==> src/design/i2c_pkg.sv <==
package i2c_pkg;

	// Bit positions in the 6-bit command mask
	localparam int CMD_WR   = 0;
	localparam int CMD_STA  = 1;
	localparam int CMD_RD   = 2;
	localparam int CMD_STO  = 3;
	localparam int CMD_ACK  = 4;
	localparam int CMD_NACK = 5;

	typedef enum logic [7:0] {
		CTRL_IDLE    = 8'h01,
		WR_OP        = 8'h02,
		WAIT_WR_DONE = 8'h04,
		RD_OP        = 8'h08,
		WAIT_RD_DONE = 8'h10,
		WAIT_DLY     = 8'h20
	} ctrl_state_e;

	typedef enum logic [7:0] {
		SHIFT_IDLE = 8'h01,
		GEN_STA    = 8'h02,
		WR_BITS    = 8'h04,
		RD_BITS    = 8'h08,
		CHECK_ACK  = 8'h10,
		GEN_ACK    = 8'h20,
		GEN_STO    = 8'h40
	} shift_state_e;

	localparam logic [7:0] REG_CTRL   = 8'h00; // Bit 0 write start, bit 1 read start
	localparam logic [7:0] REG_DEV    = 8'h04; // 7-bit target address
	localparam logic [7:0] REG_WDATA  = 8'h08;
	localparam logic [7:0] REG_DLY    = 8'h0C; // Cycles after STOP before done
	localparam logic [7:0] REG_STATUS = 8'h10; // {ack_err, done, busy}
	localparam logic [7:0] REG_RDATA  = 8'h14;

endpackage
==> src/design/i2c_master_top.sv <==
`timescale 1ns/1ps

module i2c_master_top #(
	parameter int CLK_DIV = 4
) (
	input  logic        Clk,
	input  logic        Rst_n,
	input  logic        psel,
	input  logic        penable,
	input  logic        pwrite,
	input  logic [7:0]  paddr,
	input  logic [31:0] pwdata,
	output logic [31:0] prdata,
	output logic        pready,
	output logic        pslverr,
	output logic        i2c_scl,
	output logic        sda_oe,
	input  logic        sda_i
);

	logic        wr_req;
	logic        rd_req;
	logic [7:0]  wrdata;
	logic [7:0]  device_id;
	logic [31:0] dly_cnt_max;
	logic        rw_done;
	logic        ack;
	logic [7:0]  rddata;
	logic [5:0]  cmd;
	logic        go;
	logic [7:0]  tx_data;
	logic        trans_done;
	logic        ack_o;
	logic [7:0]  rx_data;

	apb_i2c_regs u_regs (
		.Clk         (Clk),
		.Rst_n       (Rst_n),
		.psel        (psel),
		.penable     (penable),
		.pwrite      (pwrite),
		.paddr       (paddr),
		.pwdata      (pwdata),
		.prdata      (prdata),
		.pready      (pready),
		.pslverr     (pslverr),
		.wr_req      (wr_req),
		.rd_req      (rd_req),
		.wrdata      (wrdata),
		.device_id   (device_id),
		.dly_cnt_max (dly_cnt_max),
		.rw_done     (rw_done),
		.ack         (ack),
		.rddata      (rddata)
	);

	i2c_control u_control (
		.Clk         (Clk),
		.Rst_n       (Rst_n),
		.wr_req      (wr_req),
		.rd_req      (rd_req),
		.wrdata      (wrdata),
		.device_id   (device_id),
		.dly_cnt_max (dly_cnt_max),
		.rw_done     (rw_done),
		.ack         (ack),
		.rddata      (rddata),
		.cmd         (cmd),
		.go          (go),
		.tx_data     (tx_data),
		.trans_done  (trans_done),
		.ack_o       (ack_o),
		.rx_data     (rx_data)
	);

	i2c_bit_shift #(
		.CLK_DIV (CLK_DIV)
	) u_bit_shift (
		.Clk        (Clk),
		.Rst_n      (Rst_n),
		.cmd        (cmd),
		.go         (go),
		.tx_data    (tx_data),
		.trans_done (trans_done),
		.ack_o      (ack_o),
		.rx_data    (rx_data),
		.i2c_scl    (i2c_scl),
		.sda_oe     (sda_oe),
		.sda_i      (sda_i)
	);

endmodule

==> src/design/i2c_bit_shift.sv <==
`timescale 1ns/1ps

module i2c_bit_shift #(
	parameter int CLK_DIV = 4
) (
	input  logic       Clk,
	input  logic       Rst_n,
	input  logic [5:0] cmd,
	input  logic       go,
	input  logic [7:0] tx_data,
	output logic       trans_done,
	output logic       ack_o,
	output logic [7:0] rx_data,
	output logic       i2c_scl,
	output logic       sda_oe,
	input  logic       sda_i
);

	localparam int DIV_W = (CLK_DIV > 1) ? $clog2(CLK_DIV) : 1;

	i2c_pkg::shift_state_e state;
	logic [DIV_W-1:0] div_cnt;
	logic [1:0]       quarter; // Position inside the SCL period
	logic [2:0]       bit_cnt;
	logic             tick;
	logic             q_start;
	logic             q_last;

	assign tick    = (div_cnt == DIV_W'(CLK_DIV - 1));
	assign q_start = (div_cnt == '0);
	assign q_last  = tick && (quarter == 2'd3);

	// Phase after START
	function automatic i2c_pkg::shift_state_e body_state(input logic [5:0] c);
		if (c[i2c_pkg::CMD_WR])
			return i2c_pkg::WR_BITS;
		else if (c[i2c_pkg::CMD_RD])
			return i2c_pkg::RD_BITS;
		else
			return i2c_pkg::GEN_STO;
	endfunction

	always_ff @(posedge Clk or negedge Rst_n) begin
		if (!Rst_n) begin
			div_cnt <= '0;
			quarter <= 2'd0;
		end else if (state == i2c_pkg::SHIFT_IDLE) begin
			div_cnt <= '0;
			quarter <= 2'd0;
		end else if (tick) begin
			div_cnt <= '0;
			quarter <= quarter + 2'd1;
		end else begin
			div_cnt <= div_cnt + 1'b1;
		end
	end

	always_ff @(posedge Clk or negedge Rst_n) begin
		if (!Rst_n) begin
			state      <= i2c_pkg::SHIFT_IDLE;
			bit_cnt    <= 3'd0;
			trans_done <= 1'b0;
			ack_o      <= 1'b0;
			i2c_scl    <= 1'b1; // Bus idle high
			sda_oe     <= 1'b0;
		end else begin
			trans_done <= 1'b0;
			case (state)
				i2c_pkg::SHIFT_IDLE: begin
					bit_cnt <= 3'd0;
					if (go)
						state <= cmd[i2c_pkg::CMD_STA] ? i2c_pkg::GEN_STA : body_state(cmd);
				end
				i2c_pkg::GEN_STA: begin
					if (q_start) begin
						case (quarter)
							2'd0: begin
								i2c_scl <= 1'b1;
								sda_oe  <= 1'b0;
							end
							2'd2: sda_oe <= 1'b1; // SDA falls with SCL high
							2'd3: i2c_scl <= 1'b0;
							default: ;
						endcase
					end
					if (q_last)
						state <= body_state(cmd);
				end
				i2c_pkg::WR_BITS: begin
					if (q_start) begin
						case (quarter)
							2'd0: sda_oe <= !tx_data[3'd7 - bit_cnt]; // MSB first
							2'd1: i2c_scl <= 1'b1;
							2'd3: i2c_scl <= 1'b0;
							default: ;
						endcase
					end
					if (q_last) begin
						bit_cnt <= bit_cnt + 3'd1;
						if (bit_cnt == 3'd7)
							state <= i2c_pkg::CHECK_ACK;
					end
				end
				i2c_pkg::RD_BITS: begin
					if (q_start) begin
						case (quarter)
							2'd0: sda_oe <= 1'b0; // Target drives the line
							2'd1: i2c_scl <= 1'b1;
							2'd3: i2c_scl <= 1'b0;
							default: ;
						endcase
					end
					if (q_last) begin
						bit_cnt <= bit_cnt + 3'd1;
						if (bit_cnt == 3'd7)
							state <= i2c_pkg::GEN_ACK;
					end
				end
				i2c_pkg::CHECK_ACK, i2c_pkg::GEN_ACK: begin
					if (q_start) begin
						case (quarter)
							2'd0: begin
								if (state == i2c_pkg::GEN_ACK)
									sda_oe <= cmd[i2c_pkg::CMD_ACK]; // NACK leaves SDA released
								else
									sda_oe <= 1'b0;
							end
							2'd1: i2c_scl <= 1'b1;
							2'd2: begin
								if (state == i2c_pkg::CHECK_ACK)
									ack_o <= sda_i; // High means no ack
							end
							2'd3: i2c_scl <= 1'b0;
							default: ;
						endcase
					end
					if (q_last) begin
						if (cmd[i2c_pkg::CMD_STO]) begin
							state <= i2c_pkg::GEN_STO;
						end else begin
							state      <= i2c_pkg::SHIFT_IDLE;
							trans_done <= 1'b1;
						end
					end
				end
				i2c_pkg::GEN_STO: begin
					if (q_start) begin
						case (quarter)
							2'd0: sda_oe <= 1'b1;
							2'd1: i2c_scl <= 1'b1;
							2'd2: sda_oe <= 1'b0; // SDA rises with SCL high
							default: ;
						endcase
					end
					if (q_last) begin
						state      <= i2c_pkg::SHIFT_IDLE;
						trans_done <= 1'b1;
					end
				end
				default: state <= i2c_pkg::SHIFT_IDLE;
			endcase
		end
	end

	// Sample one quarter after the SCL rise
	always_ff @(posedge Clk) begin
		if (state == i2c_pkg::RD_BITS && q_start && quarter == 2'd2)
			rx_data <= {rx_data[6:0], sda_i};
	end

	assert property (@(posedge Clk) disable iff (!Rst_n)
		(i2c_scl && $past(i2c_scl) && state != i2c_pkg::GEN_STA && state != i2c_pkg::GEN_STO)
		|-> $stable(sda_oe))
		else $error("SDA changed while SCL high");

endmodule

==> src/design/i2c_control.sv <==
`timescale 1ns/1ps

module i2c_control (
	input  logic        Clk,
	input  logic        Rst_n,
	input  logic        wr_req,
	input  logic        rd_req,
	input  logic [7:0]  wrdata,
	input  logic [7:0]  device_id,
	input  logic [31:0] dly_cnt_max,
	output logic        rw_done,
	output logic        ack,
	output logic [7:0]  rddata,
	output logic [5:0]  cmd,
	output logic        go,
	output logic [7:0]  tx_data,
	input  logic        trans_done,
	input  logic        ack_o,
	input  logic [7:0]  rx_data
);

	localparam logic [5:0] M_WR   = 6'b1 << i2c_pkg::CMD_WR;
	localparam logic [5:0] M_STA  = 6'b1 << i2c_pkg::CMD_STA;
	localparam logic [5:0] M_RD   = 6'b1 << i2c_pkg::CMD_RD;
	localparam logic [5:0] M_STO  = 6'b1 << i2c_pkg::CMD_STO;
	localparam logic [5:0] M_NACK = 6'b1 << i2c_pkg::CMD_NACK;

	i2c_pkg::ctrl_state_e state;
	logic        byte_idx; // 0 address byte, 1 data byte
	logic [31:0] dly_cnt;
	logic [7:0]  wrdata_q;

	always_ff @(posedge Clk or negedge Rst_n) begin
		if (!Rst_n) begin
			state    <= i2c_pkg::CTRL_IDLE;
			byte_idx <= 1'b0;
			dly_cnt  <= '0;
			cmd      <= '0;
			go       <= 1'b0;
			rw_done  <= 1'b0;
			ack      <= 1'b0;
		end else begin
			go      <= 1'b0; // Single cycle pulses
			rw_done <= 1'b0;
			case (state)
				i2c_pkg::CTRL_IDLE: begin
					byte_idx <= 1'b0;
					dly_cnt  <= '0;
					if (wr_req) begin
						ack   <= 1'b0;
						state <= i2c_pkg::WR_OP;
					end else if (rd_req) begin
						ack   <= 1'b0;
						state <= i2c_pkg::RD_OP;
					end
				end
				i2c_pkg::WR_OP: begin
					go    <= 1'b1;
					cmd   <= byte_idx ? (M_WR | M_STO) : (M_WR | M_STA);
					state <= i2c_pkg::WAIT_WR_DONE;
				end
				i2c_pkg::WAIT_WR_DONE: begin
					if (trans_done) begin
						ack <= ack | ack_o; // Address and data acks both count
						if (byte_idx) begin
							state <= i2c_pkg::WAIT_DLY;
						end else begin
							byte_idx <= 1'b1;
							state    <= i2c_pkg::WR_OP;
						end
					end
				end
				i2c_pkg::RD_OP: begin
					go    <= 1'b1;
					cmd   <= byte_idx ? (M_RD | M_NACK | M_STO) : (M_WR | M_STA);
					state <= i2c_pkg::WAIT_RD_DONE;
				end
				i2c_pkg::WAIT_RD_DONE: begin
					if (trans_done) begin
						if (!byte_idx) begin
							ack      <= ack | ack_o; // Address phase only
							byte_idx <= 1'b1;
							state    <= i2c_pkg::RD_OP;
						end else begin
							state <= i2c_pkg::WAIT_DLY;
						end
					end
				end
				i2c_pkg::WAIT_DLY: begin
					if (dly_cnt < dly_cnt_max) begin
						dly_cnt <= dly_cnt + 32'd1;
					end else begin
						dly_cnt <= '0;
						rw_done <= 1'b1;
						state   <= i2c_pkg::CTRL_IDLE;
					end
				end
				default: state <= i2c_pkg::CTRL_IDLE;
			endcase
		end
	end

	always_ff @(posedge Clk) begin
		if (state == i2c_pkg::CTRL_IDLE && wr_req)
			wrdata_q <= wrdata; // Held for the data byte
		if (state == i2c_pkg::WR_OP)
			tx_data <= byte_idx ? wrdata_q : device_id;
		if (state == i2c_pkg::RD_OP)
			tx_data <= device_id | 8'h01; // Read bit set
		if (state == i2c_pkg::WAIT_RD_DONE && trans_done && byte_idx)
			rddata <= rx_data;
	end

	assert property (@(posedge Clk) disable iff (!Rst_n) go |=> !go)
		else $error("go held for two cycles");

endmodule

==> src/design/apb_i2c_regs.sv <==
`timescale 1ns/1ps

module apb_i2c_regs (
	input  logic        Clk,
	input  logic        Rst_n,
	input  logic        psel,
	input  logic        penable,
	input  logic        pwrite,
	input  logic [7:0]  paddr,
	input  logic [31:0] pwdata,
	output logic [31:0] prdata,
	output logic        pready,
	output logic        pslverr,
	output logic        wr_req,
	output logic        rd_req,
	output logic [7:0]  wrdata,
	output logic [7:0]  device_id,
	output logic [31:0] dly_cnt_max,
	input  logic        rw_done,
	input  logic        ack,
	input  logic [7:0]  rddata
);

	logic [6:0]  dev_addr;
	logic [7:0]  wdata_reg;
	logic [31:0] dly_reg;
	logic [7:0]  rdata_reg;
	logic        busy;
	logic        done;
	logic        ack_err;
	logic        access;
	logic        wr_acc;
	logic        ctrl_wr;
	logic        mapped;

	assign access  = psel && penable; // Access phase only
	assign wr_acc  = access && pwrite;
	assign ctrl_wr = wr_acc && (paddr == i2c_pkg::REG_CTRL);
	assign mapped  = paddr inside {i2c_pkg::REG_CTRL, i2c_pkg::REG_DEV, i2c_pkg::REG_WDATA,
		i2c_pkg::REG_DLY, i2c_pkg::REG_STATUS, i2c_pkg::REG_RDATA};

	assign pready  = 1'b1; // Zero wait states
	assign pslverr = access && (!mapped || (ctrl_wr && busy));

	// Write start has priority over read start
	assign wr_req = ctrl_wr && !busy && pwdata[0];
	assign rd_req = ctrl_wr && !busy && !pwdata[0] && pwdata[1];

	assign wrdata      = wdata_reg;
	assign device_id   = {dev_addr, 1'b0};
	assign dly_cnt_max = dly_reg;

	always_ff @(posedge Clk or negedge Rst_n) begin
		if (!Rst_n) begin
			dev_addr  <= '0;
			wdata_reg <= '0;
			dly_reg   <= '0;
		end else if (wr_acc) begin
			case (paddr)
				i2c_pkg::REG_DEV:   dev_addr  <= pwdata[6:0];
				i2c_pkg::REG_WDATA: wdata_reg <= pwdata[7:0];
				i2c_pkg::REG_DLY:   dly_reg   <= pwdata;
				default: ; // STATUS and RDATA are read only
			endcase
		end
	end

	always_ff @(posedge Clk or negedge Rst_n) begin
		if (!Rst_n) begin
			busy    <= 1'b0;
			done    <= 1'b0;
			ack_err <= 1'b0;
		end else if (wr_req || rd_req) begin
			busy    <= 1'b1;
			done    <= 1'b0; // New start clears the sticky flags
			ack_err <= 1'b0;
		end else if (rw_done) begin
			busy    <= 1'b0;
			done    <= 1'b1;
			ack_err <= ack;
		end
	end

	always_ff @(posedge Clk) begin
		if (rw_done)
			rdata_reg <= rddata;
	end

	always_comb begin
		case (paddr)
			i2c_pkg::REG_DEV:    prdata = {25'd0, dev_addr};
			i2c_pkg::REG_WDATA:  prdata = {24'd0, wdata_reg};
			i2c_pkg::REG_DLY:    prdata = dly_reg;
			i2c_pkg::REG_STATUS: prdata = {29'd0, ack_err, done, busy};
			i2c_pkg::REG_RDATA:  prdata = {24'd0, rdata_reg};
			default:             prdata = 32'd0;
		endcase
	end

	assert property (@(posedge Clk) disable iff (!Rst_n) !(wr_req && rd_req))
		else $error("wr_req and rd_req high together");

	// The controller only finishes a transfer that was issued
	assert property (@(posedge Clk) disable iff (!Rst_n) rw_done |-> busy)
		else $error("rw_done without an outstanding request");

endmodule

==> config.mk <==
export PLATFORM = sky130hd
export DESIGN_NAME = i2c_master_top
export DESIGN_NICKNAME = d
export VERILOG_FILES = /design/src/design/i2c_pkg.sv /design/src/design/i2c_master_top.sv /design/src/design/i2c_bit_shift.sv /design/src/design/i2c_control.sv /design/src/design/apb_i2c_regs.sv
export SDC_FILE = /design/constraint.sdc
export NUM_CORES = 1
export LEC_CHECK = 0
export ABC_AREA = 1
export BUFFER_PORTS_ARGS = -buffer_cell sky130_fd_sc_hd__buf_2
export CORE_MARGIN = 1
export CORE_UTILIZATION = 30
export CTS_CLUSTER_SIZE = 30
export DETAILED_ROUTE_END_ITERATION = 8
export SETUP_SLACK_MARGIN = 0.4
export SKIP_LAST_GASP = 1
export SLEW_MARGIN = 40
export SYNTH_ARGS = -nofsm -noshare
export SYNTH_HDL_FRONTEND = slang
export SYNTH_SLANG_ARGS = --single-unit
==> constraint.sdc <==
create_clock -name Clk -period 3.9 [get_ports Clk]
set_input_delay 0.975 -clock Clk [delete_from_list [all_inputs] [get_ports Clk]]
set_output_delay 0.975 -clock Clk [all_outputs]
set_load 0.01 [all_outputs]
* Word level (Yosys, flattened, before mapping)
Cells that the tools add are included.
** Cells by class
- $add $sub $neg :: 5
- $mul :: 0
- Div/mod/pow operators :: 0
- Order comparisons :: 2
- Equal/unequal tests :: 52
- Shifts and indexed selects :: 0
- Muxes and demuxes :: 78
- Bitwise operators :: 1
- Reductions and logical operators :: 50
** Operator list (count)
- 32-bit case mux with 5 select lines :: 1
- 8-bit two-way mux :: 16
- 8-bit case mux with 6 select lines :: 2
- 32-bit case mux with 2 select lines :: 1
- 2-bit by 1-bit inequality test with 1-bit output, second input constant :: 19
- 32-bit by 1-bit adder with 32-bit output, second input constant :: 1
- 8-bit by 4-bit == test with 1-bit output, second input constant :: 4
- 8-bit by 5-bit == test with 1-bit output, second input constant :: 4
- 32-bit less-than comparator :: 1
- 1-bit two-way mux :: 32
- 32-bit two-way mux :: 1
- 7-bit two-way mux :: 4
- 8-bit by 3-bit == test with 1-bit output, second input constant :: 3
- 8-bit by 1-bit == test with 1-bit output, second input constant :: 2
- 8-bit by 2-bit == test with 1-bit output, second input constant :: 2
- 8-bit by 6-bit == test with 1-bit output, second input constant :: 2
- 1-bit logical AND :: 15
- 6-bit two-way mux :: 2
- 1-bit case mux with 2 select lines :: 6
- 2-bit nonzero test :: 6
- 11-bit AND reduction :: 1
- 2-bit inequality test, second input constant :: 5
- 5-bit case mux with 2 select lines :: 1
- 2-bit AND reduction :: 5
- other kinds (31) :: 52
** Word-level totals
- Register bits :: 158
- Latch bits :: 0
- Bits in writable memories :: 0
- Memory bits (read-only) :: 0
- Input bits :: 46
- Output and inout bits :: 36
- Word-level logic and storage cells :: 215
- Memories kept :: 0

* Longest topological paths before layout
Gate-level depths: netlist (run 1).
- Depth after elaboration :: 9
- Depth in mapped cells :: 15
- Mapped depth without buffers :: 15

* Hierarchy
From an unflattened synthesis (run 1), not the netlist that was laid out.
** Second synthesis, totals
- Cells, all modules :: 1021
- Area, all modules :: 8790.9 µm²
** Modules (own cells, without submodules)
- i2c_control :: instances 1, cells an instance 518, area each 4360.4 µm², seq. area each 1863.0 µm²
- apb_i2c_regs :: instances 1, cells an instance 316, area each 2776.4 µm², seq. area each 1491.4 µm²
- i2c_bit_shift :: instances 1, cells an instance 187, area each 1654.1 µm², seq. area each 693.2 µm²

* Worst setup path before layout (run 1)
Ideal clock, no wire load.
- Path type :: input-to-output
- Start :: input paddr[7]
- End :: output prdata[3]
- Arrival :: 2140 ps
- Required time :: 2925 ps
- Slack :: 785 ps
- Stages on the path :: 7
- Path buffers :: 1
- Cell sequence :: nor2_2 nand3_2 or2_4 nor3_4 inv_2 buf_2 o2111ai_1
** On the way
- Word-level cells in the longest chain between the ends :: 2
- Elaborated cells on any way between the ends :: 6
- Those cells by class :: eq/ne (5); mux (1)
** RTL lines
- start: declaration :: RTL line i2c_master_top.sv:11 : input logic [7:0] paddr,
- 8-bit by 5-bit == test with 1-bit output, or another cell as far along :: RTL line apb_i2c_regs.sv:90 : case (paddr)
- 32-bit case mux with 5 select lines (*) :: RTL line apb_i2c_regs.sv:90
- end: declaration :: RTL line i2c_master_top.sv:13 : output logic [31:0] prdata,
Mark *: on every way between the ends. The rest lies on a longest branch, timed or not.

* Worst setup path after layout (run 1)
- Start :: input paddr[7]
- End :: output prdata[10]
The elaborated chain is that of the path after synthesis.

==> flow_metrics.tcl, run 1 <==
set metrics [dict create \
    yosysTopAreaCellShare 0.3325 \
    path_class "in2out" \
    ys_async_sr_fraction 0.7403 \
    cts-root-buf "clkbuf_16" \
    seqPwrFrac 0.483 \
    grt_pass1_wl_um 32940 \
    fillCellCount 2778 \
    drt_iter0_drc 455 \
    p_total_uw 3432 \
    multiInputGateArea_um2 3694 \
    setup_violations 0 \
    setup_slack_ns 0.5371 \
    clockPowerShare 0.490 \
    synth_area_um2 8353 \
    fin_worst_skew_ns 0.01121 \
    swShare 0.2571 \
    die_area_um2 28520 \
    die_h_um 168.9 \
    clkLatencyLatePin_ns 0.44 \
    ff_latch_area_um2 4048 \
    dpl.hpwl_um 14660 \
    worst_pin_slew_ns 0.7992 \
    design_area_um2 9773 \
    grt.total_usage 0.1478 \
    die_w_um 168.9 \
    hold_viol_final 0 \
    cts_tree "done" \
    ys_types 43 \
    numCtsBuffers 17 \
    final_nets 1139 \
    cts_hold_buf 0 \
    ant_nets 0 \
    required_ns 2.92 \
    start_util 0.3082 \
    grt_pass1_vias 6505 \
    drive_gt1_frac 0.1970 \
    synth-edff-count 39 \
    antenna_found_initial 0 \
    vias_per_cell 4.579 \
    syn_to_final_growth_pct 17.00 \
    internal_power_uw 2550 \
    arrival_ns 2.39 \
    avgSynthCellArea_um2 8.629 \
    hold_depth 0 \
    power_density_nw_per_um2 351.2 \
    diodes 0 \
    synth_nets 1054 \
    end_kind "output port" \
    synth_warnings 0 \
    rr_startpoint "u_control.dly_cnt[5]" \
    cp_max_fo 24 \
    cts_num_sinks 154 \
    synth_area_leaders "dfrtp_1, edfxtp_1, nand2_1" \
    p_leak_uw 0.004606 \
    reg2reg_depth 10 \
    synth_seq_cells 154 \
    synth_flop_cell "dfrtp_1" \
    r2r-end "u_control.dly_cnt[24]" \
    r2r_slack_ns 1.35 \
    synthCells 968 \
    status "completed" \
    max_cap_viol_count 0 \
    overflow 0 \
    wl_per_cell_um 13.68 \
    min-delay-start "u_bit_shift.rx_data[7]" \
    clkTransAtPathRegs_ns 0.08 \
    comb_power_share 0.027 \
    port_buffers 80 \
    seq_area_frac_synth 0.4846 \
    relSlewSlack 0.4652 \
    drv_slew 0 \
    rsz0062_at_grt "false" \
    wl_um 19670 \
    drcViolationCount 0 \
    core_area_um2 27100 \
    period_share 0.8623 \
    critPathLaunchType "primary input" \
    std_cell_rows 60 \
    switchingPower_uw 882.5 \
    place_congestion 0.8785 \
    period_needed_ns 3.363 \
    cts_max_level 4 \
    hold_slack_ns 0.4213 \
    clockBufferDepth 2 \
    dp_slack_ns 0.4222 \
    min_to "u_control.rddata[7]" \
    fmaxAchievable_mhz 297.4 \
    vias 6584 \
    hold_path.class "reg2reg" \
    first_pass_iters 5 \
    tns_ns 0 \
    peakVddDrop_v 0.0001717 \
    grt_max_degree 64 \
    synth_area_leader_cell "dfrtp_1" \
    io_pins 82 \
    place_area_um2 9155 \
]
==> synth_stat cells (3+ instances only) <==
library cell    n
o21ai_0        36
nor3_4          3
nor2_1        103
o22ai_1         3
a21oi_1        31
o211ai_1        3
nor2_2         23
o21ai_1        34
nand3_2         3
nand2_1       209
nand2_2         4
clkbuf_1        7
inv_1         125
ha_1           40
xnor2_1        10
a21oi_2        24
dfrtp_1       111
inv_2           5
buf_6           7
edfxtp_1       39
o21ai_2        16
dfstp_2         3
nand4_1        16
nor4_1          5
buf_2           5
xor2_1         18
nor3_1         25
o2111ai_1       4
nand3_1        37
==> metal layers <==
layer  vias to the layer above  part of all wire  track usage
met2                       123              0.46       0.2416
met4                         0             0.014      0.04743
li1                       3338                 -            -
met1                      3099              0.49       0.1986
met5                         -                 0            0
met3                        24             0.036      0.02549
==> layout make-up <==
type	instances	area share
Clock inverter	15	0.01767
Timing Repair Buffer	86	0.04916
Clock buffer	17	0.04353
Inverter	130	0.04993
Tap cell	372	0.04763
Multi-Input combinational cell	664	0.3779
Sequential cell	154	0.4142
==> worst max-delay path: stages <==
cell     delay, ns
buf_2         0.10
nor2_2        0.12
nand3_2       0.10
or2_4         0.27
nor3_4        0.22
inv_2         0.13
buf_6         0.20
nor2_1        0.11
buf_2         0.14
==> placed cells by master, fill, tap and decap left out, types with 5 or more instances in the layout <==
master     netlist  final
dfrtp_1        111    111
o21ai_2         16     16
a21oi_1         31     31
xnor2_1         10     10
nand2_1        209    209
inv_2            5      6
nor2_1         103    102
nand3_1         37     37
inv_1          125    124
ha_1            40     40
a21oi_2         24     24
nor3_1          25     24
inv_8            0      5
xor2_1          18     18
buf_2            5     79
o21ai_1         34     34
edfxtp_1        39     39
nor4_1           5      5
nand4_1         16     16
o21ai_0         36     36
clkbuf_16        0     17
nor2_2          23     24
==> stage by stage <==
stage                       util  std cells
after global routing      0.3606       1438
after global placement    0.3377       1405
after floorplan                -        968
after CTS                 0.3599       1437
after detailed placement  0.3378       1405
final                     0.3606       1438
==> power groups by stage <==
| stage | Clock, uW | Sequential [uW] | Combinational, uW |
|---|---|---|---|
| after CTS | 1720 | 1660 | 98.3 |
| after detailed placement | 0 | 1690 | 97.8 |
| final | 1680 | 1660 | 94.3 |
| after global placement | 0 | 1690 | 95.4 |
| after global routing | 1780 | 1660 | 108 |
| after floorplan | 0 | 1690 | 31.5 |
==> repair_timing <==
| item | CTS | global route |
|---|---|---|
| buffers inserted | 0 | 1 |
| endpoints found under the setup margin | 0 | 24 |
| gates resized for setup | 0 | 1 |
==> worst max path at each step <==
stage | from | endpoint | slack (ns) | cells after the start
global placement | paddr[7] | prdata[12] | 0.48 | 9
detailed placement | paddr[7] | prdata[10] | 0.42 | 9
CTS | paddr[7] | prdata[10] | 0.42 | 9
floorplan | paddr[7] | prdata[3] | 0.78 | 7
finish | paddr[7] | prdata[10] | 0.54 | 9
global route | paddr[2] | prdata[1] | 0.40 | 10
==> kinds of logic after synthesis <==
| family | after synthesis | synth area share |
|---|---|---|
| XOR/XNOR | 28 | 0.02936 |
| other | 1 | 0.0004489 |
| AND/OR/NAND/NOR | 440 | 0.2355 |
| flip-flops | 154 | 0.4846 |
| AO/OA/AOI/OAI | 154 | 0.1140 |
| adder cells (fa/ha/maj) | 40 | 0.05992 |
| multiplexers | 1 | 0.001348 |
| buffers and inverters | 150 | 0.07490 |
(Power assumes the default switching activity.)
==> inputs of run 2 (changes only) <==
- CORE_ASPECT_RATIO: not set -> 0.6
==> run 2 against run 1 <==
Compared with the run above:
- register-to-register slack got worse by 0.13 ns
- core utilization increased by 0.46 points
- sequential cell count unchanged
- setup slack got worse by 0.055 ns
- clock power about the same
- routed wire length increased by 7.7%
- cell count decreased by 0.49%
- clock skew decreased by 0.0025 ns
- combinational power increased by 4.1%
- maximum frequency decreased by 1.6%
- via count increased by 3.3%
- critical endpoint is now prdata[1]
- highest routed layer unchanged
==> flow_metrics.tcl, run 2 (same netlist as run 1, synthesis figures left out) <==
set metrics [dict create \
    status "completed" \
    grt_max_degree 63 \
    wl_per_cell_um 14.81 \
    required_ns 2.92 \
    port_buffers 80 \
    layout_commonest_cell "nand2_1" \
    first_pass_iters 5 \
    p_leak_uw 0.004614 \
    max_cap_viol_count 0 \
    cts_num_sinks 154 \
    hold_path.class "reg2reg" \
    place_congestion 0.9298 \
    numCtsBuffers 17 \
    peakVddDrop_v 0.0002886 \
    cts-root-buf "clkbuf_16" \
    start_util 0.3108 \
    switchingPower_uw 755.3 \
    busiest_layer "met1" \
    layout_common_cells "nand2_1, inv_1, dfrtp_1" \
    worst_pin_slew_ns 0.7472 \
    met3_usage 0.02731 \
    rsz0062_at_grt "false" \
    min-delay-start "u_control.rddata[5]" \
    tns_ns 0 \
    power_density_nw_per_um2 349.1 \
    grt_pass1_vias 6079 \
    period_share 0.8764 \
    setup_violations 0 \
    grt_pass1_wl_um 33940 \
    drcViolationCount 0 \
    relSlewSlack 0.5013 \
    drv_slew 0 \
    clockBufferDepth 2 \
    finalNonFillerCells 1431 \
    cts_tree "done" \
    period_needed_ns 3.418 \
    die_w_um 217.4 \
    grt_util_met2 0.1812 \
    fin_worst_skew_ns 0.008696 \
    setup_slack_ns 0.4819 \
    overflow 0 \
    antenna_found_initial 1 \
    crit_chain "buf_2 > nor2_4 > nand3_2 > or2_4 > nor3_4 > buf_12 > inv_4 > o211ai_1 > buf_2" \
    grt.total_usage 0.1532 \
    vias_per_cell 4.754 \
    comb_power_share 0.029 \
    dp_cells 1392 \
    critPathLaunchType "primary input" \
    dpl.hpwl_um 16120 \
    end_kind "output port" \
    drt_iter0_drc 751 \
    slowest_delay_ns 0.29 \
    clkTransAtPathRegs_ns 0.06 \
    path_class "in2out" \
    dp_slack_ns 0.2410 \
    wl_um 21200 \
    die_area_um2 28540 \
    arrival_ns 2.44 \
    clkLatencyLatePin_ns 0.43 \
    worstSetupStartpoint "paddr[7]" \
    cts_hold_buf 0 \
    syn_to_final_growth_pct 17.53 \
    io_pins 82 \
    core_area_um2 26880 \
    swShare 0.2204 \
    final_nets 1143 \
    cp_max_fo 15 \
    cpMostUsedCell "buf_2" \
    ant_nets 0 \
    internal_power_uw 2671 \
    fmaxAchievable_mhz 292.6 \
    drive_gt1_frac 0.2000 \
    met1_usage 0.2648 \
    hold_viol_final 0 \
    vias 6803 \
    die_h_um 131.3 \
    cts_max_level 4 \
    critPathSlowestCell "or2_4" \
    clockPowerShare 0.487 \
    rr_startpoint "u_control.dly_cnt[25]" \
    std_cell_rows 46 \
    seqPwrFrac 0.484 \
]
-- run 2: cell type report --
cell class | instances | area (um2)
Sequential cell | 154 | 4048
Antenna cell | 1 | 2.502
Clock inverter | 13 | 142.6
Clock buffer | 19 | 454.2
Inverter | 130 | 490.5
Tap cell | 360 | 450.4
Multi-Input combinational cell | 664 | 3706
Timing Repair Buffer | 90 | 523.0
Fill cell | 2753 | 17060
-- run 2: power by group through the flow --
stage | logic [uW] | registers, uW | clock network, uW
after global placement | 96.8 | 1690 | 0
final | 98.2 | 1660 | 1670
after global routing | 111 | 1660 | 1760
after detailed placement | 98.1 | 1690 | 0
after floorplan | 31.5 | 1690 | 0
after CTS | 100 | 1660 | 1700
-- run 2: path summary, 6_finish.rpt --
| path | endpoint | slack [ns] | cells after the start |
|---|---|---|---|
| min reg2reg | u_regs.rdata_reg[5] | 0.42 | 0 |
| max reg2reg | u_control.dly_cnt[30] | 1.22 | 10 |
| min | u_regs.rdata_reg[5] | 0.42 | 0 |
| max | prdata[1] | 0.48 | 9 |
| max in group asynchronous | u_control.state[0] | 2.60 | 2 |
| min in group asynchronous | u_regs.dly_cnt_max[26] | 0.52 | 1 |
-- run 2: routing by layer --
| layer | part of all wire | wire length [um] |
|---|---|---|
| met5 | 0 | 0 |
| met4 | 0.0088 | 187 |
| met3 | 0.061 | 1288 |
| met2 | 0.36 | 7625 |
| met1 | 0.57 | 12100 |
-- run 2: through the flow --
stage	power [uW]	util	hold slack, ns	area, um2
after floorplan	1720	-	0.4003	8353
after global placement	1786	0.3390	0.4038	9111
after detailed placement	1788	0.3396	0.4072	9128
after CTS	3457	0.3638	0.4224	9778
after global routing	3530	0.3651	0.4264	9814
final	3427	0.3652	0.4211	9817
-- run 2: worst max-delay path, delay by kind of cell --
family          cells  cell delay, ns
simple gates        4            0.69
buf+inv             4            0.50
compound gates      1            0.27
-- run 2: what timing repair did --
item,CTS,global route
endpoints found under the setup margin,22,24
gates resized for setup,3,2
pin swaps,4,4
buffers inserted,4,2
==> inputs of run 3 (changes only) <==
- SYNTH_HIERARCHICAL: not set -> 1
==> run 3 against run 2 <==
Compared with the run above:
- worst hold slack got worse by 0.0019 ns
- clock power barely moved
- maximum frequency rose by 8.8%
==> flow_metrics.tcl, run 3 <==
set metrics [dict create \
    cp_max_fo 24 \
    grt_pass1_vias 6441 \
    dp_cells 1455 \
    wl_um 20320 \
    antenna_found_initial 0 \
    io_pins 82 \
    wl_per_cell_um 13.66 \
    hold_viol_final 0 \
    crit_chain "buf_2 > nor2_2 > nand2_1 > nor2_4 > inv_4 > nor2_1 > buf_2" \
    hold_path.class "reg2reg" \
    layout_commonest_cell "nand2_1" \
    critPathSlowestCell "nor2_4" \
    slowest_delay_ns 0.30 \
    place_congestion 0.8724 \
    multiInputGateArea_um2 4008 \
    syn_to_final_growth_pct 14.67 \
    synth_nets 1106 \
    grt.total_usage 0.1427 \
    diodes 0 \
    grt_max_degree 65 \
    synthCells 1020 \
    drive_gt1_frac 0.2050 \
    drcViolationCount 0 \
    synth_area_um2 8783 \
    path_class "in2out" \
    overflow 0 \
    critPathLaunchType "primary input" \
    dpl.hpwl_um 15370 \
    cts_setup_buffers 0 \
    peakVddDrop_v 0.0002807 \
    final_nets 1185 \
    numCtsBuffers 17 \
    drv_slew 0 \
    core_area_um2 28770 \
    power_density_nw_per_um2 336.6 \
    die_area_um2 29990 \
    status "completed" \
    worst_pin_slew_ns 0.7000 \
    std_cell_rows 48 \
    clkTransAtPathRegs_ns 0.06 \
    die_w_um 222.9 \
    drt_iter0_drc 426 \
    tns_ns 0 \
    finalNonFillerCells 1487 \
    cts_hold_buf 0 \
    ff_latch_area_um2 4048 \
    cpMostUsedCell "buf_2" \
    fillCellCount 2950 \
    die_h_um 134.5 \
    clkLatencyLatePin_ns 0.43 \
    cts_max_level 4 \
    vias 6830 \
    clockBufferDepth 2 \
    cts_tree "done" \
    end_kind "output port" \
    first_pass_iters 5 \
    fmaxAchievable_mhz 318.4 \
    period_share 0.8053 \
    layout_common_cells "nand2_1, nor2_1, inv_1" \
    port_buffers 80 \
    avgSynthCellArea_um2 8.611 \
    required_ns 2.92 \
    p_leak_uw 0.004949 \
    grt_pass1_wl_um 33650 \
    relSlewSlack 0.5316 \
    rsz0062_at_grt "false" \
    synth_warnings 6 \
    cts-root-buf "clkbuf_16" \
    vias_per_cell 4.593 \
    period_needed_ns 3.141 \
    ant_nets 0 \
    start_util 0.3053 \
    arrival_ns 2.17 \
    cts_resized 0 \
    max_cap_viol_count 0 \
    cts_num_sinks 154 \
    setup_violations 0 \
    fin_worst_skew_ns 0.01648 \
]
## run 3: metal layers
layer / up-vias / GRT usage / share of wire / wire, um
li1: 3448 / - / - / -
met1: 3217 / 0.2275 / 0.56 / 11460
met2: 151 / 0.1891 / 0.38 / 7816
met3: 14 / 0.02480 / 0.039 / 795
met4: 0 / 0.04636 / 0.012 / 242
met5: - / 0 / 0 / 0
## run 3: per-stage QoR
| step | hold slack [ns] | util | total power, uW | worst slack, ns | area (um2) |
|---|---|---|---|---|---|
| 2_1_floorplan | 0.4003 | - | 1723 | 1.097 | 8783 |
| 3_3_place_gp | 0.4012 | 0.3298 | 1784 | 0.7879 | 9487 |
| 3_5_place_dp | 0.4045 | 0.3299 | 1785 | 0.7628 | 9492 |
| 4_1_cts | 0.4202 | 0.3500 | 3434 | 0.7584 | 10070 |
| 5_1_grt | 0.4310 | 0.3501 | 3516 | 0.5963 | 10070 |
| 6_report | 0.4192 | 0.3501 | 3391 | 0.7595 | 10070 |
## run 3: worst paths after layout
kind	startpoint	to	slack, ns	depth (start not counted)
min	u_control/rddata[4]	u_regs/rdata_reg[4]	0.42	0
max in group asynchronous	Rst_n	u_bit_shift/state[0]	2.62	2
max reg2reg	u_control/dly_cnt[23]	u_control/dly_cnt[1]	1.58	7
min in group asynchronous	Rst_n	u_regs/done	0.52	1
max	paddr[1]	prdata[12]	0.76	7
min reg2reg	u_control/rddata[4]	u_regs/rdata_reg[4]	0.42	0
## run 3: where the power goes
group,total (uW),switching (uW),internal (uW)
clock network,1640,697,941
logic,92.2,61.5,30.7
registers,1660,5.83,1650
## run 3: worst max-delay path, delay by kind of cell
kind                   cells  cell delay [ns]
AND/OR/NAND/NOR            4             0.75
buffers and inverters      3             0.43
## run 3: layout make-up
cell class / count / area share
clock buffers: 17 / 0.04224
clock inverters: 15 / 0.01503
inverters: 143 / 0.05379
multi-input cells: 700 / 0.3979
flip-flops and latches: 154 / 0.4019
well taps: 375 / 0.04658
repair buffers: 83 / 0.04261
